<file path="config.mk">
export PLATFORM = sky130hd
export DESIGN_NAME = tlb_hit_select
export DESIGN_NICKNAME = d
export VERILOG_FILES = /design/src/logic/tlb_ctrl_pkg.sv /design/src/logic/tlb_hit_select.sv
export VERILOG_INCLUDE_DIRS = /design/src /design/src/include
export SDC_FILE = /design/constraint.sdc
export NUM_CORES = 1
export LEC_CHECK = 0
export ABC_CLOCK_PERIOD_IN_PS = 1100
export BUFFER_PORTS_ARGS = -buffer_cell sky130_fd_sc_hd__clkbuf_2
export CELL_PAD_IN_SITES_DETAIL_PLACEMENT = 1
export CELL_PAD_IN_SITES_GLOBAL_PLACEMENT = 1
export CORE_MARGIN = 2
export CORE_UTILIZATION = 18
export DETAILED_ROUTE_END_ITERATION = 7
export GPL_TIMING_DRIVEN = 0
export PLACE_DENSITY_LB_ADDON = 0.05
export SLEW_MARGIN = 30
export SYNTH_ARGS = -nofsm -noshare
export SYNTH_HDL_FRONTEND = slang
export SYNTH_SLANG_ARGS = --single-unit
</file>
<file path="constraint.sdc">
create_clock -name vclk -period 1.1
set_clock_uncertainty 0.1 [all_clocks]
set_input_delay 0.055 -clock vclk [all_inputs]
set_output_delay 0.055 -clock vclk [all_outputs]
set_load 0.02 [all_outputs]
</file>
<file path="src/include/tlb_cfg.svh">
`ifndef TLB_CFG_SVH
`define TLB_CFG_SVH

// Address space
`define TLB_VA_WIDTH      32
`define TLB_PA_WIDTH      40
`define TLB_PAGE_BITS     12   // 4 KiB pages

// Organisation of the entry banks
`define TLB_N_SETS        8
`define TLB_N_OFFSETS     4    // Offsets swept per set
`define TLB_N_BANKS       4    // Banks compared in parallel

// Configuration write port
`define TLB_WDATA_WIDTH   64
`define TLB_WADDR_WIDTH   8

// Write address map
// Bit 7 low  -> entry bank write, bits 1:0 bank, bits 6:2 entry index
// Bit 7 high -> page store write, bits 6:0 page index
`define TLB_WADDR_PA_BIT  7

`endif

</file>
<file path="src/logic/tlb_ctrl_pkg.sv">
`default_nettype none

`include "tlb_cfg.svh"

package tlb_ctrl_pkg;

   typedef enum logic [2:0] {
      ST_IDLE,
      ST_SEARCH,       // Sweeping the offsets of one set
      ST_PA_READ,      // Page number read in flight
      ST_WAIT_WRITE,   // Page store busy with a write
      ST_SEND          // Result held until accepted
   } lookup_state_e;

   typedef logic [$clog2(`TLB_N_OFFSETS)-1:0] offset_t;
   typedef logic [$clog2(`TLB_N_SETS)-1:0]    set_t;
   typedef logic [$clog2(`TLB_N_BANKS)-1:0]   bank_t;

   // Entry index is {set, offset}
   typedef logic [$bits(set_t)+$bits(offset_t)-1:0] entry_idx_t;

   // Page store index is {entry index, bank}
   typedef logic [$bits(entry_idx_t)+$bits(bank_t)-1:0] pa_idx_t;

endpackage

`default_nettype wire

</file>
<file path="src/logic/tlb_hit_select.sv">
`default_nettype none

`include "tlb_cfg.svh"

module tlb_hit_select (
   input  logic [`TLB_N_BANKS-1:0]                     hit_i,
   input  logic [`TLB_N_BANKS-1:0]                     prot_i,
   input  tlb_ctrl_pkg::entry_idx_t [`TLB_N_BANKS-1:0] entry_idx_i,
   output logic                                        any_hit_o,
   output logic                                        any_prot_o,
   output logic                                        multi_o,
   output tlb_ctrl_pkg::bank_t                         hit_bank_o,
   output tlb_ctrl_pkg::pa_idx_t                       pa_idx_o
);
   import tlb_ctrl_pkg::*;

   logic [$clog2(`TLB_N_BANKS+1)-1:0] n_hits;

   // Walk down so the lowest hitting bank wins
   always_comb begin
      hit_bank_o = '0;
      n_hits     = '0;
      for (int i = `TLB_N_BANKS - 1; i >= 0; i--) begin
         if (hit_i[i]) begin
            hit_bank_o = bank_t'(i);
            n_hits     = n_hits + 1'b1;
         end
      end
   end

   assign any_hit_o  = |hit_i;
   assign any_prot_o = |prot_i;
   assign multi_o    = (n_hits > 1);   // Same page mapped twice at one offset

   // Page store slot of the selected entry
   assign pa_idx_o = {entry_idx_i[hit_bank_o], hit_bank_o};

endmodule

`default_nettype wire

</file>
; After elaboration in Yosys (flattened, before gate mapping)
; Cells that the tools add are included.
; Widths: inputs -> output; s select.
[totals]
ramBits = 0
n_memories = 0
ff_bits = 0
romBits = 0
in_bits = 28
wordCells = 17
latch_bits = 0
output_inout_bits = 12
[classes]
bitwise_logic = 0
n_mux = 10
eq_ne = 0
add_sub_neg = 3
n_reduce_logical = 2
n_lt_le_gt_ge = 2
n_shift = 0
multipliers = 0
div_mod_pow = 0
[op_table]
columns = op, count
row1 = $bmux 5 s2, 1
row2 = $add 3x1->3 const B, 3
row3 = $mux 3, 3
row4 = $mux 2, 4
row5 = $reduce_or 4->1, 2
row6 = $mux 5, 1
row7 = $gt 3x1->1 const B, 1
row8 = $lt 2x3->1 const B, 1
row9 = $mux 1, 1

; Depth between registers and ports, before layout
[depth]
depth_word = 8
ltp_mapped = 7
ltp_nobuf = 6

; Worst setup path after synthesis
; Ideal clock, no wire load.
[synth_timing]
path_kind = input to output
start = in hit_i[2]
end = out pa_idx_o[2]
n_path_buf = 1
path_stages = 7
required_ps = 945
setup_slack_ps = -374
arrival_time_ps = 1319
cell_sequence = inv_1 ha_1 or3_4 inv_2 buf_6 nand2_1 a32oi_1
[synth_between]
elab_chain_len = 5
[synth_lines]
columns = item, line_no
row1 = from (decl), tlb_hit_select.sv:6  ; input logic [`TLB_N_BANKS-1:0] hit_i,
row2 = $mux 2 (3 in a row), tlb_hit_select.sv:24  ; if (hit_i[i]) begin
row3 = via hit_bank_o[1], tlb_hit_select.sv:12  ; output tlb_ctrl_pkg::bank_t hit_bank_o,
row4 = $bmux 5 s2, tlb_hit_select.sv:36  ; assign pa_idx_o = {entry_idx_i[hit_bank_o], hit_bank_o};
row5 = $mux 5 (not written as such), tlb_hit_select.sv:36
row6 = to (decl), tlb_hit_select.sv:13  ; output tlb_ctrl_pkg::pa_idx_t pa_idx_o
; The timed path passes the listed nets, and every way through them passes these cells. The select of a mux whose other input is x is not followed.

; Worst setup path after layout
[layout_timing]
start = in hit_i[3]
end = out pa_idx_o[3]
[layout_between]
elab_chain_len = 6
[layout_lines]
columns = item, line_no
row1 = $mux 2 (4 in a row), tlb_hit_select.sv:24
row2 = $bmux 5 s2, tlb_hit_select.sv:36
row3 = $mux 5 (not written as such), tlb_hit_select.sv:36
; Every way passes these cells. The select of a mux whose other input is x is not followed.

==> run_results.csv <==
group,metric,value,unit
sta,fin_ws,-0.4192,ns
global_routing,grt_pass1_vias,465,
sta,slew_viol_final,0,
critical_path,crit_chain,"clkbuf_16 > inv_12 > ha_4 > or3_4 > inv_6 > buf_12 > nand2_4 > a32oi_4 > buf_8",
sta,hold_violations,0,
sta,min_period,1.519,ns
critical_path,critical_path_arrival,1.36,ns
critical_path,crit_start,"hit_i[3]",
route,vias_per_cell,4.411,
route,avgRoutedWirePerCell,11.70,um
global_routing,grt_overflow,0,
critical_path,slowest_stage,"or3_4",
power,max-vdd-ir-drop,232.3,uV
logic_synthesis,synth_top_area_cell,"ha_1",
cells_and_area,drive_gt1_share,75.76,%
logic_synthesis,ys_seq_area_share,0,%
sta,max_freq,658.2,MHz
floorplan,dieArea,2163,um^2
cells_and_area,area_growth,224.6,%
sta,max_slew_margin,85.05,%
place,place.gp.congestion,0.7296,
floorplan,num_rows,15,
logic_synthesis,syn_nets,84,
critical_path,cp.required,0.94,ns
sta,setup_viol,10,
route,antenna_left,0,
critical_path,setup.worst_path.end,"pa_idx_o[3]",
route,drt_iter0_markers,1,
floorplan,start_util,19.05,%
floorplan,core,1708,um^2
place,port-buffer-count,40,
critical_path,worstPathMaxFanout,6,
cells_and_area,seq_area,0,um^2
logic_synthesis,avgSynthCellArea,6.379,um^2
status,violations,"setup timing",
route,first_pass_iters,3,
logic_synthesis,synth_cell_types,19,
critical_path,cp_num_buf_inv,5,
route,num_vias,547,
logic_synthesis,synthTopCellsByArea,"ha_1 (19%), nand2_1 (18%), a32oi_1 (13%), a21oi_1 (7.7%), xor2_1 (5.4%)",
sta,rsz0062_at_grt,"true",
route,drcViolationCount,0,
logic_synthesis,yosysWarnings,0,
floorplan,fp.dieH,46.51,um
cells_and_area,nClkBuffers,0,
logic_synthesis,synth_area,325.3,um^2
cells_and_area,layout.cells.non_filler,124,
place,post-place-ws,-0.5494,ns
cells_and_area,antenna_cells,0,
critical_path,worstSetupStartpointType,"input pin",
logic_synthesis,yosysTopAreaCellShare,19.23,%
logic_synthesis,syn-instance-count,51,
global_routing,grt_max_degree,11,
cells_and_area,final_common_cell,"clkbuf_2",
critical_path,path_class,"input pin to primary output",
cells_and_area,fillers,203,
cells_and_area,seq_cell_count,0,
place,place_inst,116,
critical_path,crit_cells,9,
cells_and_area,fin_nets,134,
global_routing,grt_pass1_wl,2001,um
critical_path,cpPeakStageDelay,0.35,ns
floorplan,die_x,46.51,um
critical_path,critical_path.top_delay_family,"buffers and inverters",
global_routing,antenna_found_initial,0,
power,leakagePower,0.5123,nW
status,status,"finished with violations",
hold_path,hold_class,"input pin to primary output",
job,maxCapViolations,0,
cells_and_area,layout_common_cells,"clkbuf_2 (28), nand2_1 (11), buf_8 (7)",
power,powerDensity,504.7,nW/um^2
critical_path,endpoint_kind,"primary output",
global_routing,grt_use_total,12.22,%
sta,worstMarginPinSlew,0.2180,ns
sta,fin_crit_sh,138.1,%
place,hpwl,1079,um
route,wirelength,1451,um
floorplan,ios,40,
kinds of logic (layout without fill, tap and decap cells):
group	Yosys count	after routing	synth area share [%]
and+or+nand+nor	21	21	29.23
AOI/OAI and AO/OA	12	12	26.54
buffers and inverters	10	58	16.53
adders and majority gates	5	5	19.23
xor gates and xnor gates	2	2	5.386
muxes	1	1	3.077
stage by stage:
stage	hold slack, ns	total power, mW	util [%]	instance area [um^2]	TNS (ns)
floorplan	0.1625	0.2608	-	573.1	-1.039
finish	0.3160	0.5329	61.83	1056	-3.081
global placement	0.3172	0.3783	47.11	804.5	-4.238
detailed placement	0.3193	0.3857	47.11	804.5	-4.391
global route	0.3465	0.5646	61.83	1056	-3.479
CTS	0.3193	0.4946	58.02	991.0	-3.199
worst min-delay path: stages:
cell and delay, ns:
clkbuf_2 0.07, or4_1 0.08, clkbuf_2 0.16
metal layers:
layer,vias up,global-route usage (%),wire [um]
met1,254,16.32,573
met3,0,0.3922,87
met2,21,22.78,790
met5,-,0,0
li1,272,-,-
met4,0,0,0
where the power goes:
part | switching [mW] | total [mW] | internal, mW
sequential | 0 | 0 | 0
clock | 0 | 0 | 0
combinational | 0.235 | 0.533 | 0.298
total | 0.235 | 0.533 | 0.298
worst min-delay path by stage:
stage,start,endpoint,slack (ns),cells past startpoint
5_1_grt,prot_i[3],any_prot_o,0.35,3
3_3_place_gp,prot_i[2],any_prot_o,0.32,3
4_1_cts,prot_i[2],any_prot_o,0.32,3
3_5_place_dp,prot_i[2],any_prot_o,0.32,3
2_1_floorplan,entry_idx_i[5],pa_idx_o[2],0.16,2
6_report,prot_i[2],any_prot_o,0.32,3
synthesized netlist by cell type:
| library cell | count |
|---|---|
| nand2_1 | 16 |
| ha_1 | 5 |
| inv_2 | 1 |
| clkbuf_1 | 1 |
| a32oi_1 | 5 |
| buf_6 | 1 |
| or4_1 | 1 |
| and3_1 | 1 |
| buf_4 | 2 |
| nor2_1 | 1 |
| a21oi_1 | 5 |
| o32a_1 | 1 |
| inv_1 | 4 |
| or3_4 | 1 |
| xor2_1 | 2 |
| nand2b_1 | 1 |
| buf_2 | 1 |
| o21bai_1 | 1 |
| mux2i_1 | 1 |
cell type report:
class | instances | area, um^2 | area share [%]
Timing Repair Buffer | 49 | 446.7 | 42.30
Tap cell | 25 | 31.28 | 2.962
Multi-Input combinational cell | 41 | 480.5 | 45.50
Buffer | 4 | 46.29 | 4.384
Inverter | 5 | 51.30 | 4.858
repair_timing:
action | CTS | global route
cloned | 1 | 0
setup buffers | 3 | 5
pin swaps | 4 | 8
gates resized for setup | 26 | 19
endpoints found under the setup margin | 10 | 10
hold buffers | 0 | 0
No activity file was read; power rests on OpenSTA's default activity.
