**src/include/tlb_cfg.svh**
```systemverilog
`ifndef TLB_CFG_SVH
`define TLB_CFG_SVH

// Address space
`define TLB_VA_WIDTH      32
`define TLB_PA_WIDTH      40
`define TLB_PAGE_BITS     12   // 4 KiB pages

// Organisation of the entry banks
`define TLB_N_SETS        8
`define TLB_N_OFFSETS     4    // Offsets swept per set
`define TLB_N_BANKS       4    // Banks compared in parallel

// Configuration write port
`define TLB_WDATA_WIDTH   64
`define TLB_WADDR_WIDTH   8

// Write address map
// Bit 7 low  -> entry bank write, bits 1:0 bank, bits 6:2 entry index
// Bit 7 high -> page store write, bits 6:0 page index
`define TLB_WADDR_PA_BIT  7

`endif

```
**src/logic/tlb_ctrl_pkg.sv**
```systemverilog
`default_nettype none

`include "tlb_cfg.svh"

package tlb_ctrl_pkg;

   typedef enum logic [2:0] {
      ST_IDLE,
      ST_SEARCH,       // Sweeping the offsets of one set
      ST_PA_READ,      // Page number read in flight
      ST_WAIT_WRITE,   // Page store busy with a write
      ST_SEND          // Result held until accepted
   } lookup_state_e;

   typedef logic [$clog2(`TLB_N_OFFSETS)-1:0] offset_t;
   typedef logic [$clog2(`TLB_N_SETS)-1:0]    set_t;
   typedef logic [$clog2(`TLB_N_BANKS)-1:0]   bank_t;

   // Entry index is {set, offset}
   typedef logic [$bits(set_t)+$bits(offset_t)-1:0] entry_idx_t;

   // Page store index is {entry index, bank}
   typedef logic [$bits(entry_idx_t)+$bits(bank_t)-1:0] pa_idx_t;

endpackage

`default_nettype wire

```
**src/logic/tlb_entry_pkg.sv**
```systemverilog
`default_nettype none

`include "tlb_cfg.svh"

package tlb_entry_pkg;

   // Page numbers on both sides of the translation
   typedef logic [`TLB_VA_WIDTH-`TLB_PAGE_BITS-1:0] vpn_t;
   typedef logic [`TLB_PA_WIDTH-`TLB_PAGE_BITS-1:0] ppn_t;

   // Kind of access the requester wants to make
   typedef enum logic {
      ACC_READ  = 1'b0,
      ACC_WRITE = 1'b1
   } access_e;

   // Entry word holds the flags in the low bits and the tag above them
   localparam int unsigned ENTRY_V_BIT   = 0;   // Entry valid
   localparam int unsigned ENTRY_R_BIT   = 1;   // Read allowed
   localparam int unsigned ENTRY_W_BIT   = 2;   // Write allowed
   localparam int unsigned ENTRY_TAG_LSB = 3;

   typedef logic [ENTRY_TAG_LSB+$bits(vpn_t)-1:0] entry_word_t;

endpackage

`default_nettype wire

```
**src/logic/tlb_pa_store.sv**
```systemverilog
`default_nettype none

`include "tlb_cfg.svh"

module tlb_pa_store (
   input  logic                        clk_i,
   input  logic                        rst_ni,
   input  logic                        we_i,
   input  logic [`TLB_WADDR_WIDTH-1:0] waddr_i,
   input  logic [`TLB_WDATA_WIDTH-1:0] wdata_i,
   input  logic                        pa_rd_en_i,
   input  tlb_ctrl_pkg::pa_idx_t       pa_idx_i,
   input  logic [`TLB_VA_WIDTH-1:0]    in_addr_i,
   output logic                        pa_wr_o,
   output logic [`TLB_PA_WIDTH-1:0]    out_addr_o
);
   import tlb_entry_pkg::*;
   import tlb_ctrl_pkg::*;

   localparam int unsigned N_PAGES = 2 ** $bits(pa_idx_t);

   ppn_t    mem [N_PAGES];
   pa_idx_t idx_q;
   pa_idx_t rd_idx;
   ppn_t    ppn_q;
   logic    pend_q;     // Read was blocked by a write

   assign pa_wr_o = we_i && waddr_i[`TLB_WADDR_PA_BIT];

   always_ff @(posedge clk_i) begin
      if (pa_wr_o) mem[waddr_i[$bits(pa_idx_t)-1:0]] <= wdata_i[$bits(ppn_t)-1:0];
   end

   // A blocked read is retried from the latched index
   assign rd_idx = pend_q ? idx_q : pa_idx_i;

   always_ff @(posedge clk_i) begin
      if (!rst_ni) begin
         pend_q <= 1'b0;
      end else if (pa_rd_en_i) begin
         pend_q <= pa_wr_o;
      end
   end

   always_ff @(posedge clk_i) begin
      if (pa_rd_en_i) begin
         idx_q <= rd_idx;
         if (!pa_wr_o) ppn_q <= mem[rd_idx];   // Held until the next read
      end
   end

   // Page offset passes straight through
   assign out_addr_o = {ppn_q, in_addr_i[`TLB_PAGE_BITS-1:0]};

endmodule

`default_nettype wire

```
**config.mk**
```make
export PLATFORM = sky130hd
export DESIGN_NAME = tlb_pa_store
export DESIGN_NICKNAME = d
export VERILOG_FILES = /design/src/logic/tlb_ctrl_pkg.sv /design/src/logic/tlb_entry_pkg.sv /design/src/logic/tlb_pa_store.sv
export VERILOG_INCLUDE_DIRS = /design/src /design/src/include
export SDC_FILE = /design/constraint.sdc
export NUM_CORES = 2
export LEC_CHECK = 0
export BUFFER_PORTS_ARGS = -buffer_cell sky130_fd_sc_hd__buf_4
export CAP_MARGIN = 20
export CELL_PAD_IN_SITES_DETAIL_PLACEMENT = 1
export CELL_PAD_IN_SITES_GLOBAL_PLACEMENT = 1
export CORE_MARGIN = 10
export CORE_UTILIZATION = 40
export CTS_BUF_LIST = sky130_fd_sc_hd__clkbuf_2
export CTS_CLUSTER_DIAMETER = 120
export DETAILED_ROUTE_END_ITERATION = 8
export PLACE_DENSITY = 0.65
export SLEW_MARGIN = 10
export SYNTH_ARGS = -nofsm -noshare
export SYNTH_HDL_FRONTEND = slang
export SYNTH_SLANG_ARGS = --single-unit
```
**constraint.sdc**
```tcl
create_clock -name clk_i -period 5.6 [get_ports clk_i]
set_input_delay 1.12 -clock clk_i [delete_from_list [all_inputs] [get_ports clk_i]]
set_output_delay 1.12 -clock clk_i [all_outputs]
set_load 0.02 [all_outputs]
```
# Yosys cells after proc, flatten, opt, wreduce, memory -nomap -nowiden
# Memory sizes are Yosys's and may differ from the RTL's. A register that Yosys moved wholly into a read port is not among the register bits.
# Index checks and enable logic that the tools add are counted.
[totals]
regBits = 8
ram_bits = 3584
in_bits = 115
output_inout_bits = 41
memories = 1
[mem_list]
columns = ["memory", "depth", "word_bits", "read_ports", "rd_ports_with_merged_regs", "write_ports", "line", "rtl"]
rows = [
  ["mem", 128, 28, 1, 1, 1, "tlb_pa_store.sv:22", "ppn_t mem [N_PAGES];"],
]
[classes]
muxes = 3
bitwise = 1
n_reduce_logical = 2
[ops]
columns = ["cell", "n"]
rows = [
  ["7-bit two-way mux", 1],
  ["1-bit two-way mux", 2],
  ["2-bit AND reduction", 1],
  ["1-bit logical AND", 1],
  ["1-bit inverter", 1],
]

# Longest topological paths before layout
[logic_depth]
word_depth = 3
mapped_depth = 12
mapped_depth_nobuf = 8

# Least setup slack after synthesis
# OpenSTA, ideal clock, no wires.
[synth_path]
kind = "input to register"
start = "in we_i"
end = "mem mem[80][0] (netlist bit), enable pin"
arrival_time_ns = 3.508
t_required_ns = 5.152
setup_slack_ns = 1.644
stages = 4
path_buffers = 0
path_cell_list = "nand2_1 nor2_1 nand3_1 nor3_1"
[synth_via]
elab_chain_len = 3
[synth_rtl]
columns = ["element", "line", "rtl"]
rows = [
  ["start, declared", "tlb_pa_store.sv:8", "input logic we_i,"],
  ["1-bit logical AND", "tlb_pa_store.sv:28", "assign pa_wr_o = we_i && waddr_i[`TLB_WADDR_PA_BIT];"],
  ["1-bit two-way mux", "tlb_pa_store.sv:31", "if (pa_wr_o) mem[waddr_i[$bits(pa_idx_t)-1:0]] <= wdata_i[$bits(ppn_t)-1:0];"],
  ["1-bit two-way mux (not written as such)", "tlb_pa_store.sv:31", ""],
  ["end, declared", "tlb_pa_store.sv:22", ""],
]
# No other way between the ends.

# Worst setup path in the final report
[layout_path]
start = "reg pend_q"
end = "reg ppn_q[2], read port of mem (data pin)"
[layout_via]
elab_chain_len = 1
[layout_rtl]
columns = ["element", "line", "rtl"]
rows = [
  ["start, declared", "tlb_pa_store.sv:26", "logic pend_q;"],
  ["start signal, assigned", "tlb_pa_store.sv:41", "pend_q <= pa_wr_o;"],
  ["7-bit two-way mux", "tlb_pa_store.sv:35", "assign rd_idx = pend_q ? idx_q : pa_idx_i;"],
  ["end, declared", "tlb_pa_store.sv:25", "ppn_t ppn_q;"],
]
# No other way between the ends.
# A chain may end at the register's enable or synchronous reset.

==> results.sh <==
export IMPL_grt_ovfl_total=0
export IMPL_finalSetupTns_ns=0
export IMPL_cts_root_buffer="clkbuf_2"
export IMPL_io_pins=156
export IMPL_nNetsFinal=10300
export IMPL_start_util_pct=40.2
export IMPL_postLayoutCellArea_um2=161000
export IMPL_grt_max_degree=136
export IMPL_synth_fp_nets=9368
export IMPL_final_cell_mix="3619 x edfxtp_1, 1792 x nand2_1, 1270 x clkbuf_2"
export IMPL_drt_pass1_iter_count=6
export IMPL_cp_data_required_time_ns=7.71
export IMPL_antenna_found_initial=49
export IMPL_hpwlAfterDp_mm=282
export IMPL_slew_headroom_pct=24.2
export IMPL_vias_per_cell=5.91
export IMPL_vias=92300
export IMPL_die_x_um=616
export IMPL_status="completed"
export IMPL_rsz0062_at_grt="no"
export IMPL_first_iter_violations=11300
export IMPL_drv_cap=0
export IMPL_yosys_top_cells_area="edfxtp_1 77%, mux2i_1 5.7%, nand2_1 4.8%"
export IMPL_period_needed_ns=5.20
export IMPL_arrival_ns=7.30
export IMPL_cts_tree="built"
export IMPL_post_route_util_pct=45.6
export IMPL_start_kind="register"
export IMPL_numCtsBuffers=884
export IMPL_fmax_mhz=192
export IMPL_grt_pass1_vias=93900
export IMPL_place_area_um2=151000
export IMPL_p_leak_uw=0.0554
export IMPL_post_route_drc_count=0
export IMPL_cts_sinks=3620
export IMPL_area_growth_pct=13.4
export IMPL_portBuffers=75
export IMPL_yosys_warnings=0
export IMPL_die_area_um2=379000
export IMPL_worstMarginPinSlew_ns=1.13
export IMPL_place_congestion=0.836
export IMPL_drive_gt1_share_pct=20.3
export IMPL_clk_path_buf_depth=4
export IMPL_die_y_um=616
export IMPL_cts_clk_slew_worst_paths_ns=0.12
export IMPL_path_common_cell="buf_12"
export IMPL_syn_area_um2=142000
export IMPL_critPathSlowestCell="dfxtp_1"
export IMPL_core_area_um2=353000
export IMPL_netlist_instances=9253
export IMPL_finalCritPeriodShare_pct=92.8
export IMPL_wirelength_mm=496
export IMPL_clkLatencyLatePin_ns=2.43
export IMPL_end_kind="register"
export IMPL_synthFlopType="edfxtp_1"
export IMPL_slowest_delay_ns=0.81
export IMPL_path_class="register to register"
export IMPL_power_density_nw_per_um2=324
export IMPL_core_rowCount=218
export IMPL_synth_seq_cells=3620
export IMPL_hold_worst_slack_ns=0.197
export IMPL_synth_seq_area_share_pct=76.6
export IMPL_detail_route_antenna_nets=0
export IMPL_crit_fanout=90
export IMPL_post_synth_top_area_cell="edfxtp_1"
export IMPL_skew_ns=0.189
export IMPL_gr_usage_all_layers_pct=25.2
export IMPL_synth_top_area_share_pct=76.6
export IMPL_yosysUniqueCellTypes=47
export IMPL_wl_per_cell_um=31.8
export IMPL_grt_first_pass_wirelength_mm=692
export IMPL_min_path_type="input pin to register"
export IMPL_final_common_cell="edfxtp_1"
export IMPL_syn_area_per_cell_um2=15.3
export IMPL_irDropWorstVdd_mv=0.239
export IMPL_setup_violations=0
export IMPL_path_cells="mux2i_4 > inv_8 > buf_12 > buf_12 > mux2i_1 > o221ai_1 > a31oi_1 > o21ai_0 > a32oi_1 > o211ai_1 > dlygate4sd3_1"
export IMPL_synthArstFlopShare_pct=0
export IMPL_h_tree_depth=6
export IMPL_cts_setup_buffers=0
export IMPL_slew_violations=0
export IMPL_hold_viol_final=0
export IMPL_synth_edf_count=3619
==> state kept, by name (all words and copies together) (netlist names) <==
name and flops:
mem 3584, ppn_q 28, idx_q 7, pend_q 1
==> cell usage after synthesis, drive strengths merged, types with 4 or more instances <==
cell type,n
and3,69
a22oi,5
a31oi,76
mux4,92
a2111oi,61
clkbuf,202
nor2,165
nand3,634
nor3,89
a211oi,38
o31ai,14
edfxtp,3619
nand2,1801
a32o,11
a221o,4
a211o,5
o41ai,6
inv,10
nand4,32
o22ai,174
o211ai,21
or4,4
a311oi,78
mux2i,803
o21ai,161
a32oi,16
a21oi,408
nor4,30
buf,415
o221ai,177
o21a,4
nor2b,8
==> routing by layer <==
layer,vias up,wire length [um],track usage [%]
met5,-,80,0
met4,14,23400,11.1
met3,1015,50500,5.36
met2,5087,225000,39.1
met1,48100,197000,34.2
li1,38100,-,-
==> logic make-up after synthesis <==
kind of cell	after synthesis	share of synthesized area, %
mux	897	7.14
buf+inv	627	1.99
simple gates	2841	8.43
flops	3620	76.6
compound gates	1268	5.82
==> final cells by class <==
cell class / count / area [um^2]
inverter: 10 / 72.6
antenna: 36 / 90.1
fill: 35500 / 192000
tap: 4730 / 5920
clock inverter: 252 / 1460
sequential: 3620 / 109000
clock buffer: 1270 / 6360
timing repair buffer: 693 / 6860
multi-input combinational: 5006 / 31500
==> final timing paths <==
kind                                  from  cells after the start         to  slack (ns)
worst max register to register      pend_q                     11   ppn_q[2]        0.40
worst max-delay path                pend_q                     11   ppn_q[2]        0.40
worst min-delay path                  we_i                      4  ppn_q[12]        0.20
worst min register to register  mem[71][7]                      6   ppn_q[7]        0.89
==> worst max-delay path, delay by kind of cell, from the launching register on <==
kind,cells,cell delay [ns]
muxes,2,0.93
AOI/OAI and AO/OA,5,1.61
DFF,1,0.81
buffers and inverters,4,1.44
==> power breakdown <==
part           internal, uW  switching (uW)  leakage [uW]  total, uW
clock network          6620           10900       0.00595      17500
logic                  1310            3320        0.0169       4630
registers             29900            94.1        0.0326      30000
==> timing repair <==
item	4_1_cts	5_1_grt
resized for setup	0	0
endpoints found under the hold margin	5763	0
hold buffers	114	0
==> stage by stage <==
stage          worst slack, ns  std cells  power, uW
6_report                 0.404      15600      52100
5_1_grt                  0.366      15600      54000
4_1_cts                  0.510      15600      52400
3_5_place_dp             0.588      13900      35000
3_3_place_gp             0.264      13900      34900
2_1_floorplan             1.64       9253      32600
Note: power is estimated with default switching activity, not from simulation.
