### src/include/tlb_cfg.svh
`ifndef TLB_CFG_SVH
`define TLB_CFG_SVH

// Address space
`define TLB_VA_WIDTH      32
`define TLB_PA_WIDTH      40
`define TLB_PAGE_BITS     12   // 4 KiB pages

// Organisation of the entry banks
`define TLB_N_SETS        8
`define TLB_N_OFFSETS     4    // Offsets swept per set
`define TLB_N_BANKS       4    // Banks compared in parallel

// Configuration write port
`define TLB_WDATA_WIDTH   64
`define TLB_WADDR_WIDTH   8

// Write address map
// Bit 7 low  -> entry bank write, bits 1:0 bank, bits 6:2 entry index
// Bit 7 high -> page store write, bits 6:0 page index
`define TLB_WADDR_PA_BIT  7

`endif

### src/logic/tlb_ctrl_pkg.sv
`default_nettype none

`include "tlb_cfg.svh"

package tlb_ctrl_pkg;

   typedef enum logic [2:0] {
      ST_IDLE,
      ST_SEARCH,       // Sweeping the offsets of one set
      ST_PA_READ,      // Page number read in flight
      ST_WAIT_WRITE,   // Page store busy with a write
      ST_SEND          // Result held until accepted
   } lookup_state_e;

   typedef logic [$clog2(`TLB_N_OFFSETS)-1:0] offset_t;
   typedef logic [$clog2(`TLB_N_SETS)-1:0]    set_t;
   typedef logic [$clog2(`TLB_N_BANKS)-1:0]   bank_t;

   // Entry index is {set, offset}
   typedef logic [$bits(set_t)+$bits(offset_t)-1:0] entry_idx_t;

   // Page store index is {entry index, bank}
   typedef logic [$bits(entry_idx_t)+$bits(bank_t)-1:0] pa_idx_t;

endpackage

`default_nettype wire

### src/logic/tlb_entry_pkg.sv
`default_nettype none

`include "tlb_cfg.svh"

package tlb_entry_pkg;

   // Page numbers on both sides of the translation
   typedef logic [`TLB_VA_WIDTH-`TLB_PAGE_BITS-1:0] vpn_t;
   typedef logic [`TLB_PA_WIDTH-`TLB_PAGE_BITS-1:0] ppn_t;

   // Kind of access the requester wants to make
   typedef enum logic {
      ACC_READ  = 1'b0,
      ACC_WRITE = 1'b1
   } access_e;

   // Entry word holds the flags in the low bits and the tag above them
   localparam int unsigned ENTRY_V_BIT   = 0;   // Entry valid
   localparam int unsigned ENTRY_R_BIT   = 1;   // Read allowed
   localparam int unsigned ENTRY_W_BIT   = 2;   // Write allowed
   localparam int unsigned ENTRY_TAG_LSB = 3;

   typedef logic [ENTRY_TAG_LSB+$bits(vpn_t)-1:0] entry_word_t;

endpackage

`default_nettype wire

### src/logic/tlb_va_bank.sv
`default_nettype none

`include "tlb_cfg.svh"

module tlb_va_bank #(
   parameter int unsigned BANK_IDX = 0
) (
   input  logic                        clk_i,
   input  logic                        rst_ni,
   input  logic                        we_i,
   input  logic [`TLB_WADDR_WIDTH-1:0] waddr_i,
   input  logic [`TLB_WDATA_WIDTH-1:0] wdata_i,
   input  logic [`TLB_VA_WIDTH-1:0]    in_addr_i,
   input  tlb_entry_pkg::access_e      rw_type_i,
   input  tlb_ctrl_pkg::offset_t       rd_offset_i,
   output logic                        bank_we_o,
   output logic                        hit_o,
   output logic                        prot_o,
   output tlb_ctrl_pkg::entry_idx_t    entry_idx_o
);
   import tlb_entry_pkg::*;
   import tlb_ctrl_pkg::*;

   localparam int unsigned N_ENTRIES = `TLB_N_SETS * `TLB_N_OFFSETS;
   localparam int unsigned BANK_W    = $bits(bank_t);

   entry_word_t mem [N_ENTRIES];
   entry_idx_t  wr_idx;
   entry_idx_t  rd_idx;
   entry_idx_t  idx_q;
   set_t        req_set;
   vpn_t        req_vpn;
   entry_word_t rd_word;
   logic        match;
   logic        perm_ok;
   logic        hit_q, prot_q;

   ////////////////////////////////////////
   // Write decode
   ////////////////////////////////////////
   assign bank_we_o = we_i && !waddr_i[`TLB_WADDR_PA_BIT] &&
                      (waddr_i[BANK_W-1:0] == bank_t'(BANK_IDX));
   assign wr_idx    = waddr_i[BANK_W +: $bits(entry_idx_t)];

   always_ff @(posedge clk_i) begin
      if (bank_we_o) mem[wr_idx] <= wdata_i[$bits(entry_word_t)-1:0];
   end

   ////////////////////////////////////////
   // Read and compare
   ////////////////////////////////////////
   assign req_set = in_addr_i[`TLB_PAGE_BITS +: $bits(set_t)];
   assign req_vpn = in_addr_i[`TLB_VA_WIDTH-1:`TLB_PAGE_BITS];
   assign rd_idx  = {req_set, rd_offset_i};
   assign rd_word = mem[rd_idx];

   assign match   = rd_word[ENTRY_V_BIT] &&
                    (rd_word[ENTRY_TAG_LSB +: $bits(vpn_t)] == req_vpn);
   assign perm_ok = (rw_type_i == ACC_WRITE) ? rd_word[ENTRY_W_BIT] : rd_word[ENTRY_R_BIT];

   // A write cycle issues no read so the last result stays
   always_ff @(posedge clk_i) begin
      if (!rst_ni) begin
         hit_q  <= 1'b0;
         prot_q <= 1'b0;
      end else if (!bank_we_o) begin
         hit_q  <= match;
         prot_q <= match && !perm_ok;
      end
   end

   always_ff @(posedge clk_i) begin
      if (!bank_we_o) idx_q <= rd_idx;
   end

   assign hit_o       = hit_q;
   assign prot_o      = prot_q;
   assign entry_idx_o = idx_q;

endmodule

`default_nettype wire

### config.mk
export PLATFORM = sky130hd
export DESIGN_NAME = tlb_va_bank
export DESIGN_NICKNAME = d
export VERILOG_FILES = /design/src/logic/tlb_ctrl_pkg.sv /design/src/logic/tlb_entry_pkg.sv /design/src/logic/tlb_va_bank.sv
export VERILOG_INCLUDE_DIRS = /design/src /design/src/include
export SDC_FILE = /design/constraint.sdc
export NUM_CORES = 1
export LEC_CHECK = 0
export ABC_AREA = 0
export BUFFER_PORTS_ARGS = -buffer_cell sky130_fd_sc_hd__buf_2
export CAP_MARGIN = 5
export CORE_ASPECT_RATIO = 1.25
export CORE_MARGIN = 2
export CORE_UTILIZATION = 48
export CTS_CLUSTER_SIZE = 25
export DETAILED_ROUTE_END_ITERATION = 10
export GPL_TIMING_DRIVEN = 1
export HOLD_SLACK_MARGIN = 0.05
export PLACE_DENSITY = 0.69
export SLEW_MARGIN = 20
export SYNTH_ARGS = -nofsm -noshare
export SYNTH_HDL_FRONTEND = slang
export SYNTH_SLANG_ARGS = --single-unit
### constraint.sdc
create_clock -name clk_i -period 4.9 [get_ports clk_i]
set_input_delay 0.49 -clock clk_i [delete_from_list [all_inputs] [get_ports clk_i]]
set_output_delay 0.49 -clock clk_i [all_outputs]
set_load 0.1 [all_outputs]
## Word-level counts from Yosys, hierarchy flattened

Memories as Yosys holds them, arrays and structs flattened.
Index checks and enable logic that the tools add are counted.

| word-level totals | value |
|---|---|
| register bits | 7 |
| RAM bits | 736 |
| word-level logic and storage cells | 15 |
| memories kept | 1 |
| output and inout bits | 8 |

Memories:

| memory | depth | bits a word | read ports | clocked after Yosys merged registers in | wr ports | line | text |
|---|---|---|---|---|---|---|---|
| mem | 32 | 23 | 1 | 0 | 1 | tlb_va_bank.sv:27 | `entry_word_t mem [N_ENTRIES];` |

| cells by class | value |
|---|---|
| reduce and logical (&&, ||, !) cells | 7 |
| multiplexer cells | 3 |
| equal/unequal tests | 1 |

Operators by type and width:

| operator | count |
|---|---|
| $eq A20 B20 Y1 | 1 |
| $logic_and A1 B1 Y1 | 4 |
| $mux W1 | 3 |
| $logic_not A1 Y1 | 2 |
| $logic_not A2 Y1 | 1 |

## Depth between registers and ports, before layout

| logic depth | value |
|---|---|
| depth after elaboration | 5 |
| gate-level depth with buffers | 13 |
| gate-level depth less buffers | 8 |

## Worst setup path after synthesis

OpenSTA, ideal clock, no wires.

| timing | value |
|---|---|
| path type | in2reg |
| from | in waddr_i[1] |
| to | mem mem[13][0] in the netlist's numbering (enable) |
| setup slack | 1018 ps |
| required time | 4497 ps |
| stages on the path | 5 |
| arrival | 3479 ps |
| path buffers | 1 |
| setup time | 403 ps |
| path through | or4b_2 > clkbuf_1 > inv_1 > nand3b_1 > nor2_1 |

| on the way | value |
|---|---|
| cells in the longest elaborated chain, start to end | 4 |

Ends and longest elaborated chain:

| what | line | text |
|---|---|---|
| start: declaration | tlb_va_bank.sv:11 | `` input logic [`TLB_WADDR_WIDTH-1:0] waddr_i, `` |
| $logic_not A2 Y1 | tlb_va_bank.sv:42 | `(waddr_i[BANK_W-1:0] == bank_t'(BANK_IDX));` |
| $logic_and A1 B1 Y1 | tlb_va_bank.sv:41 | `` assign bank_we_o = we_i && !waddr_i[`TLB_WADDR_PA_BIT] && `` |
| named net bank_we_o | tlb_va_bank.sv:16 | `output logic bank_we_o,` |
| $mux W1 | tlb_va_bank.sv:46 | `if (bank_we_o) mem[wr_idx] <= wdata_i[$bits(entry_word_t)-1:0];` |
| $mux W1 (not written as such) | tlb_va_bank.sv:46 |  |
| end: declaration | tlb_va_bank.sv:27 |  |

The timed path passes the listed nets, and every way through them passes these cells.

## Worst setup path after layout

| timing | value |
|---|---|
| from | in in_addr_i[12] |
| to | reg hit_q (netlist: hit_o) |

| on the way | value |
|---|---|
| cells in the longest elaborated chain, start to end | 3 |

Ends and longest elaborated chain:

| what | line | text |
|---|---|---|
| start: declaration | tlb_va_bank.sv:13 | `` input logic [`TLB_VA_WIDTH-1:0] in_addr_i, `` |
| $mem_v2 Z32 W23 | -- |  |
| $eq A20 B20 Y1 | tlb_va_bank.sv:58 | `(rd_word[ENTRY_TAG_LSB +: $bits(vpn_t)] == req_vpn);` |
| $logic_and A1 B1 Y1 (*) | tlb_va_bank.sv:57 | `assign match = rd_word[ENTRY_V_BIT] &&` |
| end signal: assignment | tlb_va_bank.sv:67 | `hit_q <= match;` |
| end: declaration | tlb_va_bank.sv:36 | `logic hit_q, prot_q;` |

Mark *: on every way between the ends. The rest lies on a longest branch, timed or not.
A chain may end at the register's enable or synchronous reset.

==> impl_metrics.json <==
{
  "clk_path_buf_depth": 3,
  "tightest_slew_ps": 958,
  "layout_commonest_cell": "edfxtp_1",
  "fp-row-count": 100,
  "crit_path_start_kind": "input pin",
  "grt_max_degree": 66,
  "seq_power_share": 0.546,
  "rsz0062_at_grt": "false",
  "ant_nets": 0,
  "maxCapViolations": 0,
  "die_h_um": 278,
  "grt_pass1_wl_um": 103000,
  "status": "completed",
  "timing.rr.start": "mem[16][3]",
  "r2r_cells": 8,
  "start_util": 0.485,
  "cp.required_ps": 5410,
  "r2r-end": "hit_o",
  "synth_top_area_share": 0.772,
  "ys_ff_latch": 743,
  "synth_fp_nets": 1486,
  "synth.yosys.seq_area_share": 0.773,
  "vias": 14556,
  "antenna_found_initial": 3,
  "async_reset_ff_frac": 0,
  "worstHoldStart": "rst_ni",
  "drive_above_1_share": 0.264,
  "p_clk_frac": 0.404,
  "fin_cells": 2324,
  "final_cell_mix": "741 x edfxtp_1, 136 x mux4_2, 79 x mux2i_1",
  "crit_fanout": 48,
  "synth-main-ff-cell": "edfxtp_1",
  "fmax_mhz": 282,
  "track_usage": 0.236,
  "ios": 118,
  "yosysWarnings": 0,
  "dieArea_um2": 62100,
  "vias_per_cell": 6.26,
  "path_clk_slew_ps": 60,
  "fp.dieW_um": 223,
  "overflow": 0,
  "dpl.hpwl_um": 43000,
  "dr.pass1.iters": 5,
  "post_cts_buffers": 0,
  "synth-edff-count": 741,
  "tns_ps": 0,
  "worstPathArrival_ps": 4050,
  "avgRoutedWirePerCell_um": 31.2,
  "finClkSkew_ps": 10.6,
  "cts_sinks": 743,
  "grt_pass1_vias": 14718,
  "drc": 0,
  "crit_start": "in_addr_i[12]",
  "worstHoldPathType": "in2reg",
  "hold_path_end": "prot_o",
  "internal_power_mw": 10.2,
  "reg2reg_slack_ps": 1820,
  "swShare": 0.206,
  "yosysTopAreaCell": "edfxtp_1",
  "setup_viol": 0,
  "cp-end-kind": "flip-flop",
  "maxSlewViolCount": 0,
  "cts-hold-fix-buffers": 0,
  "worstSetupPathType": "in2reg",
  "maxSlewHeadroom": 0.360,
  "cts-root-buf": "clkbuf_16",
  "core-area_um2": 59400,
  "place_congestion": 0.823,
  "p_per_area_nw_per_um2": 392,
  "dp.cells": 2206,
  "cts_max_level": 3,
  "cts-resized-gates": 0,
  "p_switching_mw": 2.64,
  "syn_avg_cell_area_um2": 21.0,
  "syn_to_final_growth_pct": 13.7,
  "worstSkewPairLatency_ps": 590,
  "timing.final.crit_share": 0.724,
  "hold_violations": 0,
  "yosys-top-cells-area": "edfxtp_1 77%, mux4_2 11%, mux2i_1 2.7%",
  "ir_worst_vdd_uv": 193,
  "synth_cell_types": 64,
  "cts_tree": "yes",
  "fin_crit_ps": 3550,
  "fin_util": 0.551,
  "drtIter0Drc": 1846,
  "route.final.wire_length_um": 72500,
  "syn_area_um2": 28800,
  "p_comb_frac": 0.051,
  "io_buffers": 64,
  "numCtsBuffers": 69,
  "syn_inst": 1376,
  "p_leak_nw": 10.5,
  "fin_nets": 1622,
  "whs_path_depth": 3
}
## power by group through the flow
stage / combinational (mW) / sequential, mW / clock [mW]
3_3_place_gp: 0.637 / 7.14 / 0
5_1_grt: 0.687 / 7.00 / 5.48
2_1_floorplan: 0.355 / 7.17 / 0
3_5_place_dp: 0.649 / 7.14 / 0
6_report: 0.651 / 7.01 / 5.18
4_1_cts: 0.651 / 7.01 / 5.24
## synthesized netlist by cell type (all sizes together), types with 3 or more instances
cell type,instances
nand4,5
edfxtp,741
nand3b,7
mux2i,79
a32oi,5
a22oi,15
mux4,142
nand3,20
nand2b,9
o21ai,17
a2bb2oi,3
a221oi,16
a2111oi,5
a32o,4
clkbuf,17
a21oi,10
mux2,11
nand2,25
o22ai,14
and3,3
or3b,8
nor3,11
o221ai,3
a211oi,6
xnor2,5
buf,53
or3,9
inv,9
nor2b,14
nor2,66
xor2,9
## worst max-delay path by stage
| stage | depth (start not counted) | endpoint | slack [ps] |
|---|---|---|---|
| 2_1_floorplan | 5 | mem[13][0] | 1020 |
| 3_3_place_gp | 10 | hit_o | 640 |
| 3_5_place_dp | 10 | prot_o | 500 |
| 4_1_cts | 10 | hit_o | 1080 |
| 5_1_grt | 12 | hit_o | 1090 |
| 6_report | 11 | hit_o | 1350 |
## kinds of logic after synthesis
kind of cell              synth area share
DFF                                  0.773
muxes                                0.143
and+or+nand+nor                     0.0331
AOI/OAI and AO/OA                   0.0307
buffers and inverters               0.0155
xor gates and xnor gates           0.00425
## state kept, by name, indices dropped and copies added, names as in the netlist
register / cells
mem: 736
hit_o: 1
entry_idx_o: 5
prot_o: 1
## metrics by stage
| step | instance area, µm² | hold slack (ps) | power (mW) | setup slack, ps |
|---|---|---|---|---|
| floorplan | 28800 | 589 | 7.52 | 1020 |
| global placement | 30600 | 462 | 7.78 | 638 |
| detailed placement | 30600 | 463 | 7.79 | 502 |
| CTS | 32800 | 162 | 12.9 | 1080 |
| global route | 32800 | 196 | 13.2 | 1090 |
| finish | 32800 | 180 | 12.8 | 1350 |
## critical path: stages
cell	delay (ps)
buf_4	620
buf_4	310
nand2b_1	480
nor2_1	110
a22oi_1	220
nand2_1	90
or3_1	310
a2111oi_0	610
buf_4	230
nand4_1	280
o21ai_1	240
## per-layer routing
layer	part of all wire	track usage	vias to the layer above	routed length [µm]
li1	-	-	6016	-
met1	0.38	0.307	7698	27200
met2	0.51	0.397	700	36800
met3	0.075	0.0376	140	5470
met4	0.040	0.105	2	2920
met5	0.00015	0	-	11
## area by class of cell
type / count / area (µm²)
Tap cell: 765 / 957
Antenna cell: 1 / 2.50
Inverter: 9 / 33.8
Fill cell: 4333 / 26700
Timing Repair Buffer: 135 / 1000
Multi-Input combinational cell: 554 / 6340
Sequential cell: 743 / 22300
Clock inverter: 33 / 278
Clock buffer: 84 / 1870
(Power assumes the default switching activity.)
