File: config.mk
export PLATFORM = sky130hd
export DESIGN_NAME = tlb_lookup_fsm
export DESIGN_NICKNAME = d
export VERILOG_FILES = /design/src/logic/tlb_ctrl_pkg.sv /design/src/logic/tlb_lookup_fsm.sv
export VERILOG_INCLUDE_DIRS = /design/src /design/src/include
export SDC_FILE = /design/constraint.sdc
export NUM_CORES = 1
export LEC_CHECK = 0
export BUFFER_PORTS_ARGS = -buffer_cell sky130_fd_sc_hd__buf_2
export CAP_MARGIN = 10
export CORE_MARGIN = 10
export CORE_UTILIZATION = 32
export CTS_CLUSTER_SIZE = 28
export DETAILED_ROUTE_END_ITERATION = 7
export SLEW_MARGIN = 20
export SYNTH_ARGS = -nofsm -noshare
export SYNTH_HDL_FRONTEND = slang
export SYNTH_SLANG_ARGS = --single-unit
File: constraint.sdc
create_clock -name clk_i -period 1.2 [get_ports clk_i]
set_clock_uncertainty 0.1 [all_clocks]
set_input_delay 0.12 -clock clk_i [delete_from_list [all_inputs] [get_ports clk_i]]
set_output_delay 0.12 -clock clk_i [all_outputs]
set_load 0.01 [all_outputs]
File: src/include/tlb_cfg.svh
`ifndef TLB_CFG_SVH
`define TLB_CFG_SVH

// Address space
`define TLB_VA_WIDTH      32
`define TLB_PA_WIDTH      40
`define TLB_PAGE_BITS     12   // 4 KiB pages

// Organisation of the entry banks
`define TLB_N_SETS        8
`define TLB_N_OFFSETS     4    // Offsets swept per set
`define TLB_N_BANKS       4    // Banks compared in parallel

// Configuration write port
`define TLB_WDATA_WIDTH   64
`define TLB_WADDR_WIDTH   8

// Write address map
// Bit 7 low  -> entry bank write, bits 1:0 bank, bits 6:2 entry index
// Bit 7 high -> page store write, bits 6:0 page index
`define TLB_WADDR_PA_BIT  7

`endif

File: src/logic/tlb_ctrl_pkg.sv
`default_nettype none

`include "tlb_cfg.svh"

package tlb_ctrl_pkg;

   typedef enum logic [2:0] {
      ST_IDLE,
      ST_SEARCH,       // Sweeping the offsets of one set
      ST_PA_READ,      // Page number read in flight
      ST_WAIT_WRITE,   // Page store busy with a write
      ST_SEND          // Result held until accepted
   } lookup_state_e;

   typedef logic [$clog2(`TLB_N_OFFSETS)-1:0] offset_t;
   typedef logic [$clog2(`TLB_N_SETS)-1:0]    set_t;
   typedef logic [$clog2(`TLB_N_BANKS)-1:0]   bank_t;

   // Entry index is {set, offset}
   typedef logic [$bits(set_t)+$bits(offset_t)-1:0] entry_idx_t;

   // Page store index is {entry index, bank}
   typedef logic [$bits(entry_idx_t)+$bits(bank_t)-1:0] pa_idx_t;

endpackage

`default_nettype wire

File: src/logic/tlb_lookup_fsm.sv
`default_nettype none

`include "tlb_cfg.svh"

module tlb_lookup_fsm (
   input  logic                    clk_i,
   input  logic                    rst_ni,
   input  logic                    start_i,
   input  logic [`TLB_N_BANKS-1:0] bank_we_i,
   input  logic                    pa_wr_i,
   input  logic                    last_i,
   input  logic                    any_hit_i,
   input  logic                    any_prot_i,
   input  logic                    multi_i,
   input  logic                    out_ready_i,
   output logic                    busy_o,
   output logic                    search_en_o,
   output logic                    search_start_o,
   output logic                    pa_rd_en_o,
   output logic                    out_valid_o,
   output logic                    hit_o,
   output logic                    miss_o,
   output logic                    prot_o,
   output logic                    multi_o
);
   import tlb_ctrl_pkg::*;

   lookup_state_e state_q, state_d;
   logic          res_valid_q;     // Bank outputs belong to a real step
   logic          res_last_q;      // ... and that step was the last offset
   logic          last_issued_q;
   logic          hit_d, miss_d, prot_d, multi_d;

   assign busy_o         = (state_q != ST_IDLE);
   assign out_valid_o    = (state_q == ST_SEND);
   assign search_start_o = (state_q == ST_IDLE) && start_i;

   // Any bank write holds the sweep for that cycle
   assign search_en_o = (state_q == ST_SEARCH) && !(|bank_we_i) && !last_issued_q;

   always_ff @(posedge clk_i) begin
      if (!rst_ni) begin
         res_valid_q   <= 1'b0;
         res_last_q    <= 1'b0;
         last_issued_q <= 1'b0;
      end else begin
         res_valid_q <= search_en_o;
         res_last_q  <= last_i;
         if (search_start_o) begin
            last_issued_q <= 1'b0;
         end else if (last_i) begin
            last_issued_q <= 1'b1;
         end
      end
   end

   ////////////////////////////////////////
   // Sequencing and outcome
   ////////////////////////////////////////
   always_comb begin
      state_d    = state_q;
      hit_d      = hit_o;
      miss_d     = miss_o;
      prot_d     = prot_o;
      multi_d    = multi_o;
      pa_rd_en_o = 1'b0;

      unique case (state_q)
         ST_IDLE: begin
            if (start_i) state_d = ST_SEARCH;
         end
         ST_SEARCH: begin
            if (res_valid_q) begin
               if (multi_i) begin            // Two banks agree on one tag
                  hit_d   = 1'b1;
                  multi_d = 1'b1;
                  state_d = ST_SEND;
               end else if (any_prot_i) begin
                  hit_d   = 1'b1;
                  prot_d  = 1'b1;
                  state_d = ST_SEND;
               end else if (any_hit_i) begin
                  hit_d      = 1'b1;
                  pa_rd_en_o = 1'b1;
                  state_d    = pa_wr_i ? ST_WAIT_WRITE : ST_PA_READ;
               end else if (res_last_q) begin
                  miss_d  = 1'b1;
                  state_d = ST_SEND;
               end
            end
         end
         ST_PA_READ: state_d = ST_SEND;   // Page number lands in the store register
         ST_WAIT_WRITE: begin
            // Retry from the index held in the page store
            if (!pa_wr_i) begin
               pa_rd_en_o = 1'b1;
               state_d    = ST_SEND;
            end
         end
         ST_SEND: begin
            if (out_ready_i) begin
               hit_d   = 1'b0;
               miss_d  = 1'b0;
               prot_d  = 1'b0;
               multi_d = 1'b0;
               state_d = ST_IDLE;
            end
         end
         default: state_d = ST_IDLE;
      endcase
   end

   always_ff @(posedge clk_i) begin
      if (!rst_ni) begin
         state_q <= ST_IDLE;
         hit_o   <= 1'b0;
         miss_o  <= 1'b0;
         prot_o  <= 1'b0;
         multi_o <= 1'b0;
      end else begin
         state_q <= state_d;
         hit_o   <= hit_d;
         miss_o  <= miss_d;
         prot_o  <= prot_d;
         multi_o <= multi_d;
      end
   end

   // Result and flags hold under back-pressure
   a_result_held: assert property (@(posedge clk_i) disable iff (!rst_ni)
      out_valid_o && !out_ready_i |=>
         out_valid_o && $stable({hit_o, miss_o, prot_o, multi_o}));

endmodule

`default_nettype wire

# Word level (Yosys, flattened, before mapping)
# Cells that the tools add are included.
# Widths: inputs -> output; s select.
[word_totals] ff_bits=10 ram_bits=0 latchBits=0 memories=0 out_inout_bits=9 in_bits=13 romBits=0
[classes] mul=0 n_addsub=0 eq_ne=16 bitwise=1 muxes=35 div=0 order_cmp=0 n_reduce_logical=15 shifts=0
[op_table] op="$mux 3" n=8
[op_table] op="$mux 1" n=21
[op_table] op="$ne 2x2->1 const B" n=10
[op_table] op="$pmux 3 s5" n=1
[op_table] op="$pmux 1 s2" n=5
[op_table] op="$reduce_and 5->1" n=2
[op_table] op="$reduce_and 4->1" n=2
[op_table] op="$reduce_and 7->1" n=1
[op_table] op="$eq 3x2->1 const B" n=2
[op_table] op="$ne 5x5->1 const B" n=1
[op_table] op="$ne 4x4->1 const B" n=1
[op_table] op="$reduce_or 4->1" n=1
[op_table] op="$eq 3x1->1 const B" n=1
[op_table] op="$eq 3x3->1 const B" n=1
[op_table] op="$logic_and 1x1->1" n=3
[op_table] op="$logic_not 3->1" n=1
[op_table] op="$reduce_bool 3->1" n=1
[op_table] op="$logic_not 1->1" n=2
[op_table] op="$reduce_bool 2->1" n=1
[op_table] op="$reduce_or 2->1" n=1
[op_table] op="$not 1->1" n=1

# Depth between registers and ports, before layout
# Gate-level depths: netlist (run 1).
[logic_depth] ltp_word=6 ltp_mapped=5 ltp_nobuf=4

# Worst setup path before layout (run 1)
# Ideal clock, no wire load.
[synth_timing] path_kind="reg2reg" startpoint="register state_q[1]" endpoint="register miss_o" n_path_buf=1 arrival_ns=1.152 setup_slack_ns=-0.166 setup_time_ns=0.115 stages_incl_launch_ff=6 cell_sequence="dfxtp_1 -> buf_4 -> or3b_4 -> a21o_1 -> a21oi_2 -> nor2_1"
[synth_between] elab_chain_cells=3
[synth_rtl] item="start: declaration" line="tlb_lookup_fsm.sv:28" source="lookup_state_e state_q, state_d;"
[synth_rtl] item="start signal: assignment" line="tlb_lookup_fsm.sv:121" source="state_q <= state_d;"
[synth_rtl] item="$eq 3x1->1 / $eq 3x3->1 (equally long branches)" line="tlb_lookup_fsm.sv:68" source="unique case (state_q)"
[synth_rtl] item="$ne 2x2->1 (no source line) / $reduce_bool 2->1 (equally long branches)"
[synth_rtl] item="$reduce_and 7->1 (no source line)"
[synth_rtl] item="end signal: assignment" line="tlb_lookup_fsm.sv:123" source="miss_o <= miss_d;"
[synth_rtl] item="end: declaration" line="tlb_lookup_fsm.sv:22" source="output logic miss_o,"
# Several ways; a longest one is shown, not always the timed one.
# A chain may end at the register's enable or synchronous reset.

# Final worst setup path (run 1)
[layout_timing] startpoint="register state_q[2]" endpoint="output port pa_rd_en_o"
[layout_between] elab_chain_cells=2
[layout_rtl] item="$eq 3x2->1 / $eq 3x1->1 (equally long branches)" line="tlb_lookup_fsm.sv:68"
[layout_rtl] item="$pmux 1 s2 *" line="tlb_lookup_fsm.sv:68"
[layout_rtl] item="end: declaration" line="tlb_lookup_fsm.sv:19" source="output logic pa_rd_en_o,"
# Mark *: on every way between the ends. The rest lies on a longest branch, timed or not.

==> summary.txt, run 1 <==
Outcome
  • Status: complete, but fails checks
  • Failing checks: setup timing

Clocking
  • Clock Sinks: 10
  • Clock Tree Root: clkbuf_4
  • Worst-case clock buffer depth: 2
  • # H-tree levels: 1
  • Num CTS Buffers: 3
  • CTS tree: done
  • Clk_lat worst skew: 0.25 ns
  • Clk slew on worst S/H paths: 0.06 ns

Hold path
  • Worst hold path class: input port to flop
  • Hold Crit Start: bank_we_i[0]

Pwr
  • Clock share of power: 0.235
  • Register share of total power: 0.410
  • Max IR drop VDD: 0.000700 V
  • Comb power frac: 0.356
  • Int Pwr: 646 uW
  • Leak: 0.000432 uW
  • Net Switching: 265 uW
  • Pwr Density: 961 nW/um^2
  • Net Sw Frac: 0.291
  • Total power draw: 911 uW

Job
  • Max_cap viols: 0

Timing
  • Final WS setup: -0.352 ns
  • Fmax: 644 MHz
  • Period utilization: 1.29
  • Fin. max-slew vios: 0
  • Slew @ Worst Pin: 0.418 ns
  • Unrepaired setup endpoints after global routing: yes
  • Setup violations, final: 13
  • Hold Vio Cnt, Final: 0
  • Rel. slew slack: 0.719
  • Fin Setup TNS: -2.63 ns
  • Final min period: 1.55 ns

Floorplanning
  • Initial Util: 0.347
  • Core area: 1560 sq um
  • I/O Pins: 22
  • Die area: 3730 sq um
  • # rows: 14
  • Die Ht: 61.1 um
  • Die width: 61.1 um

Global route
  • Pin count of the biggest net entering global routing: 12
  • Vias in the first global route: 631
  • GRT Util Overall: 0.0981
  • Global-route wire length before repair: 2750 um
  • Total gr overflow: 0
  • Initial antenna violation count: 0

Logic synthesis
  • Seq/Total Area, Yosys: 0.370
  • Ys flop type: dfxtp_1
  • Yosys cell types: 27
  • Synth Warn #: 0
  • Area leader, netlist: dfxtp_1
  • Post-synth EDFFs: 0
  • Synth top area share: 0.370
  • Top post-synthesis cells by area: dfxtp_1, nand3b_1, nor2_1
  • Post-Syn Area per Cell: 8.58 sq um
  • Synthesis-stage register bit count: 10
  • Post-Syn Area: 541 sq um
  • Synthesized instance count: 63
  • Mapped Nets: 76
  • Ys async rst share: 0

Routing
  • DR iter-0 viols: 9
  • Total wire length: 1830 um
  • # DRC: 0
  • Number of detailed-route iterations in the first pass: 4
  • DR vias: 610
  • Vias per cell: 5.13
  • Final ANT Viol Nets: 0
  • WL per Instance: 15.4 um

Critical path
  • Crit start category: flop
  • Crit Path Max Fanout: 5
  • Critical Path AT: 1.33 ns
  • Crit. End Element: output pin
  • Kind of critical path: flop to output pin
  • RR Startpoint: state_q[0]$_SDFFE_PN0P_
  • Critical Path RT: 0.98 ns
  • CP startpoint: state_q[2]$_SDFFE_PN0P_

Finish
  • Fillcell total: 131
  • Ratio of cells with drive above 1 in the final layout: 0.641
  • Nets: 118
  • Ant. Diodes: 0
  • Area growth from synthesis to layout: 75.2%

Place
  • Final GP Congestion: 0.758
  • Port bufs: 21
  • Dpl ws: -0.191 ns
  • Final HPWL from detailed placement: 1220 um
[flip-flops by register name, indices dropped and copies added, names as in the netlist]
signal         flops
state_q            3
res_valid_q        1
multi_o            1
hit_o              1
res_last_q         1
prot_o             1
last_issued_q      1
miss_o             1
[power by group through the flow]
| stage | clock (uW) | combinational (uW) | sequential (uW) |
|---|---|---|---|
| 2_1_floorplan | 0 | 134 | 373 |
| 3_3_place_gp | 0 | 202 | 381 |
| 3_5_place_dp | 0 | 203 | 381 |
| 4_1_cts | 222 | 271 | 372 |
| 5_1_grt | 242 | 352 | 375 |
| 6_report | 214 | 324 | 373 |
[metrics by stage]
| step | cell area, sq um | util | hold slack (ns) | instances |
|---|---|---|---|---|
| floorplan | 571 | - | 0.0971 | 63 |
| global placement | 726 | 0.465 | 0.209 | 105 |
| detailed placement | 726 | 0.465 | 0.214 | 105 |
| CTS | 873 | 0.560 | 0.0293 | 116 |
| global route | 947 | 0.608 | 0.0342 | 119 |
| finish | 947 | 0.608 | 0.0338 | 119 |
[what timing repair did]
item                                   4_1_cts  5_1_grt
buffers inserted                             6        6
hold buffers                                 2        0
gates resized for setup                     17       15
pin swaps                                    6       14
endpoints found under the hold margin        2        0
gates cloned                                 0        0
setup endpoints to repair                   13       13
[cell usage in the layout, fill, tap and decap left out]
cell type	Yosys	routed
dfxtp_1	10	6
nor2_2	0	2
nor2_1	8	6
nand2_1	3	2
or2b_1	1	1
or3_4	0	1
a31o_1	1	1
o21ai_0	3	2
nand3_2	0	1
buf_4	1	10
nand4_1	1	1
o41ai_2	1	1
nor4_1	1	1
nand2b_1	3	1
o211ai_4	0	1
dlygate4sd3_1	0	2
o21ai_2	0	1
nor3_1	3	1
buf_6	0	7
a21oi_2	2	5
nor3b_4	1	1
nor3_4	0	1
and2_1	2	1
dfxtp_4	0	3
dfxtp_2	0	1
a21o_1	2	2
clkbuf_4	0	3
nand2_4	0	1
inv_1	3	3
and2_4	0	1
buf_2	1	20
nand2b_4	0	2
nand3b_1	4	4
o211a_1	1	1
nor3_2	0	1
or4_4	0	1
or3b_4	1	1
a21oi_1	5	2
a41oi_2	0	1
[layout make-up]
| cell class | instances | area (sq um) | share of cell area |
|---|---|---|---|
| inverter | 3 | 11.3 | 0.0119 |
| timing repair buffer | 39 | 274 | 0.289 |
| tap | 16 | 20.0 | 0.0211 |
| clock buffer | 3 | 22.5 | 0.0238 |
| multi-input combinational | 48 | 407 | 0.429 |
| sequential | 10 | 213 | 0.225 |
[cells by family (layout without fill, tap and decap cells)]
logic type	Yosys count	in the layout	synth area share
AO/OA/AOI/OAI	17	17	0.238
buffers and inverters	5	45	0.0440
flip-flops	10	10	0.370
AND/OR/NAND/NOR	31	31	0.347
[worst max-delay path, cell delays in order (launching register included)]
cell     delay (ns)
dfxtp_4        0.37
buf_6          0.12
or2b_1         0.23
buf_4          0.14
a21oi_2        0.08
buf_2          0.13
[per-layer routing]
layer	GRT usage	vias to the layer above	part of all wire
li1	-	308	-
met1	0.104	275	0.41
met2	0.157	22	0.49
met3	0.0412	5	0.084
met4	0.0651	0	0.017
met5	0	-	0
[path summary, 6_finish.rpt]
path	to	slack [ns]	cells past startpoint
setup / recovery	pa_rd_en_o	-0.35	5
hold / removal	res_valid_q$_SDFF_PN0_	0.03	3
setup reg to reg	miss_o$_SDFFE_PN0P_	-0.27	5
hold reg to reg	multi_o$_SDFFE_PN0P_	0.35	2
[synthesized netlist by cell type, drive strengths merged (2+ instances only)]
cell type	number
nand2	3
a21oi	7
o21ai	3
dfxtp	10
and2	2
a21o	2
buf	2
nand3b	4
nor3	3
nand2b	3
nor2	8
inv	3
(Power assumes the default switching activity.)
==> inputs of run 2 (changes only) <==
Clock period 1.2 ns to 1.9 ns, I/O delays scaled along.
==> run 2 against run 1 <==
Net effect:
- the run now ends clean
- utilization shrank 16 points
- setup slack improved by 0.49 ns
- worst hold slack better by 0.013 ns
- sequential power fell by 37%
- combinational power shrank 65%
- register-to-register slack better by 0.73 ns
- flip-flop and latch count stayed put
- critical path depth is 2 lower
- sequential share of layout area grew 6.2 points
- cell area is 26% lower
==> summary.txt, run 2 (same netlist as run 1, synthesis figures left out) <==
Routing
  • Vias per cell: 5.05 (-1.5%)
  • DR iter-0 viols: 6 (-3)
  • Total wire length: 1350 um (-26%)
  • Number of detailed-route iterations in the first pass: 4 (unchanged)
  • # DRC: 0 (unchanged)
  • DR vias: 520 (-15%)
  • WL per Instance: 13.1 um (-15%)
  • Final ANT Viol Nets: 0 (unchanged)

Job
  • Max_cap viols: 0 (unchanged)

Finish
  • Top library cells by usage in the layout, fill and taps aside: buf_2, dfxtp_1, nor2_1, a21oi_1, nand3b_1
  • Multi-input gate area: 317 sq um (-22%)
  • Nets: 101 (-14%)
  • Fillcell total: 156 (+19%)
  • Largest register FFs: 3 (unchanged)
  • Area growth from synthesis to layout: 29.4%
  • Register area: 200 sq um (-5.9%)
  • Register bank with the most flops: state_q
  • Most common cell after layout, fill and taps aside: buf_2
  • Ant. Diodes: 0 (unchanged)
  • Ratio of cells with drive above 1 in the final layout: 0.368 (-0.273)

Critical path
  • CP startpoint: state_q[0]$_SDFFE_PN0P_
  • Slowest stage cell, crit path: dfxtp_1
  • Worst stage delay on the critical path: 0.45 ns (+0.08 ns)
  • CP top delay family: simple AND/OR/NAND/NOR gates
  • R2r worst-path depth: 4 (-1)
  • FF-to-FF setup slack: 0.46 ns (+0.73 ns)
  • Critical Path RT: 1.61 ns (+0.63 ns)
  • Crit. End Element: output pin
  • Kind of critical path: flop to output pin
  • CP Cell Sequence: or3b_4 -> nor3_1 -> buf_2
  • Worst path bufs/invs: 1 (-2)
  • Reg2reg end: state_q[2]$_SDFFE_PN0P_
  • RR Startpoint: state_q[2]$_SDFFE_PN0P_
  • Crit start category: flop
  • Critical Path AT: 1.47 ns (+0.14 ns)
  • Crit Path Max Fanout: 9 (+4)

Timing
  • Fin. max-slew vios: 0 (unchanged)
  • Period utilization: 0.927
  • Slew @ Worst Pin: 0.368 ns (-0.0507 ns)
  • Final min period: 1.76 ns
  • Rel. slew slack: 0.754 (+0.0356)
  • Hold Vio Cnt, Final: 0 (unchanged)
  • Final WS setup: 0.140 ns (+0.491 ns)
  • Fin Setup TNS: 0 ns (+2.63 ns)
  • Fmax: 568 MHz
  • Setup violations, final: 0 (-13)
  • Unrepaired setup endpoints after global routing: no

Hold path
  • Hold Crit Endpoint: res_last_q$_SDFF_PN0_
  • Hold Crit Start: last_i
  • Worst Hold Depth: 2 (-1)
  • Worst hold path class: input port to flop

Floorplanning
  • I/O Pins: 22 (unchanged)
  • Die Ht: 61.1 um (unchanged)
  • # rows: 14 (unchanged)
  • Core area: 1560 sq um (unchanged)
  • Die area: 3730 sq um (unchanged)
  • Initial Util: 0.347 (unchanged)
  • Die width: 61.1 um (unchanged)

Clocking
  • CTS tree: done
  • # H-tree levels: 1 (unchanged)
  • Clock Sinks: 10 (unchanged)
  • Clock Tree Root: clkbuf_4
  • Worst-case clock buffer depth: 2 (unchanged)
  • Num CTS Buffers: 3 (unchanged)
  • Clk slew on worst S/H paths: 0.07 ns (about the same)
  • Clk_lat worst skew: 0.26 ns (about the same)
  • Post-CTS setup buffer count: 0 (-6)

Place
  • Final HPWL from detailed placement: 1130 um (-7.2%)
  • Port bufs: 21 (unchanged)
  • Final GP Congestion: 0.737 (-2.7%)
  • Dpl ws: 0.424 ns (+0.615 ns)

Pwr
  • Pwr Density: 767 nW/um^2 (-20%)
  • Max IR drop VDD: 0.000326 V (-53%)
  • Leak: 0.000322 uW (-25%)

Global route
  • Total gr overflow: 0 (unchanged)
  • GRT Util Overall: 0.0802 (-0.0180)
  • Vias in the first global route: 558 (-12%)
  • Pin count of the biggest net entering global routing: 12 (unchanged)
  • Initial antenna violation count: 0 (unchanged)
  • Global-route wire length before repair: 2320 um (-16%)

Outcome
  • Status: complete, no violations
==> run 2: changes by cell type in the layout (fill, tap and decap cells not counted), sizes merged <==
cell and delta:
buf -16, clkbuf +1, dlygate4sd3 -1
==> run 2: layer usage <==
layer  global-route usage  wire length (um)  vias up  share of wire
li1                     -                 -      274              -
met1               0.0935               621      225           0.46
met2                0.117               561       19           0.42
met3               0.0370               153        2           0.11
met4               0.0489                14        0          0.010
met5                    0                 0        -              0
==> run 2: worst max-delay path by stage <==
| stage | slack, ns | depth (start not counted) | end |
|---|---|---|---|
| after detailed placement | 0.42 | 3 | search_en_o |
| after global placement | 0.44 | 3 | search_en_o |
| final | 0.14 | 3 | search_en_o |
| after CTS | 0.13 | 3 | search_en_o |
| after floorplan | 0.47 | 3 | search_en_o |
| after global routing | 0.03 | 4 | pa_rd_en_o |
==> run 2: metrics by stage <==
step	total power, uW	hold WS [ns]	utilization	cell area (sq um)	cells
floorplan	313	0.168	-	541	63
global placement	354	0.275	0.419	653	98
detailed placement	354	0.277	0.419	653	98
CTS	545	0.0443	0.449	699	103
global route	570	0.0555	0.449	699	103
finish	536	0.0464	0.449	699	103
==> run 2: worst reg2reg max path, stage by stage (launching register included) <==
cell and delay, ns:
dfxtp_1 0.54, or2b_1 0.17, nand3b_1 0.14, o211ai_2 0.14, o41ai_2 0.27
==> run 2: cell type report <==
type                       instances  area share
timing repair buffer              22       0.165
multi-input combinational         48       0.453
clock buffer                       4      0.0519
tap                               16      0.0286
sequential                        10       0.286
inverter                           3      0.0161
==> run 2: timing repair <==
action	CTS	global route
resized for setup	0	0
endpoints found under the hold margin	1	0
hold buffers	1	0
endpoints found under the setup margin	0	0
==> run 2: power by group <==
group          internal, uW  leakage (uW)  switching, uW
registers               221     0.0000815           13.9
clock network           116     0.0000210           71.3
logic                  57.3      0.000220           57.1
total                   394      0.000322            142
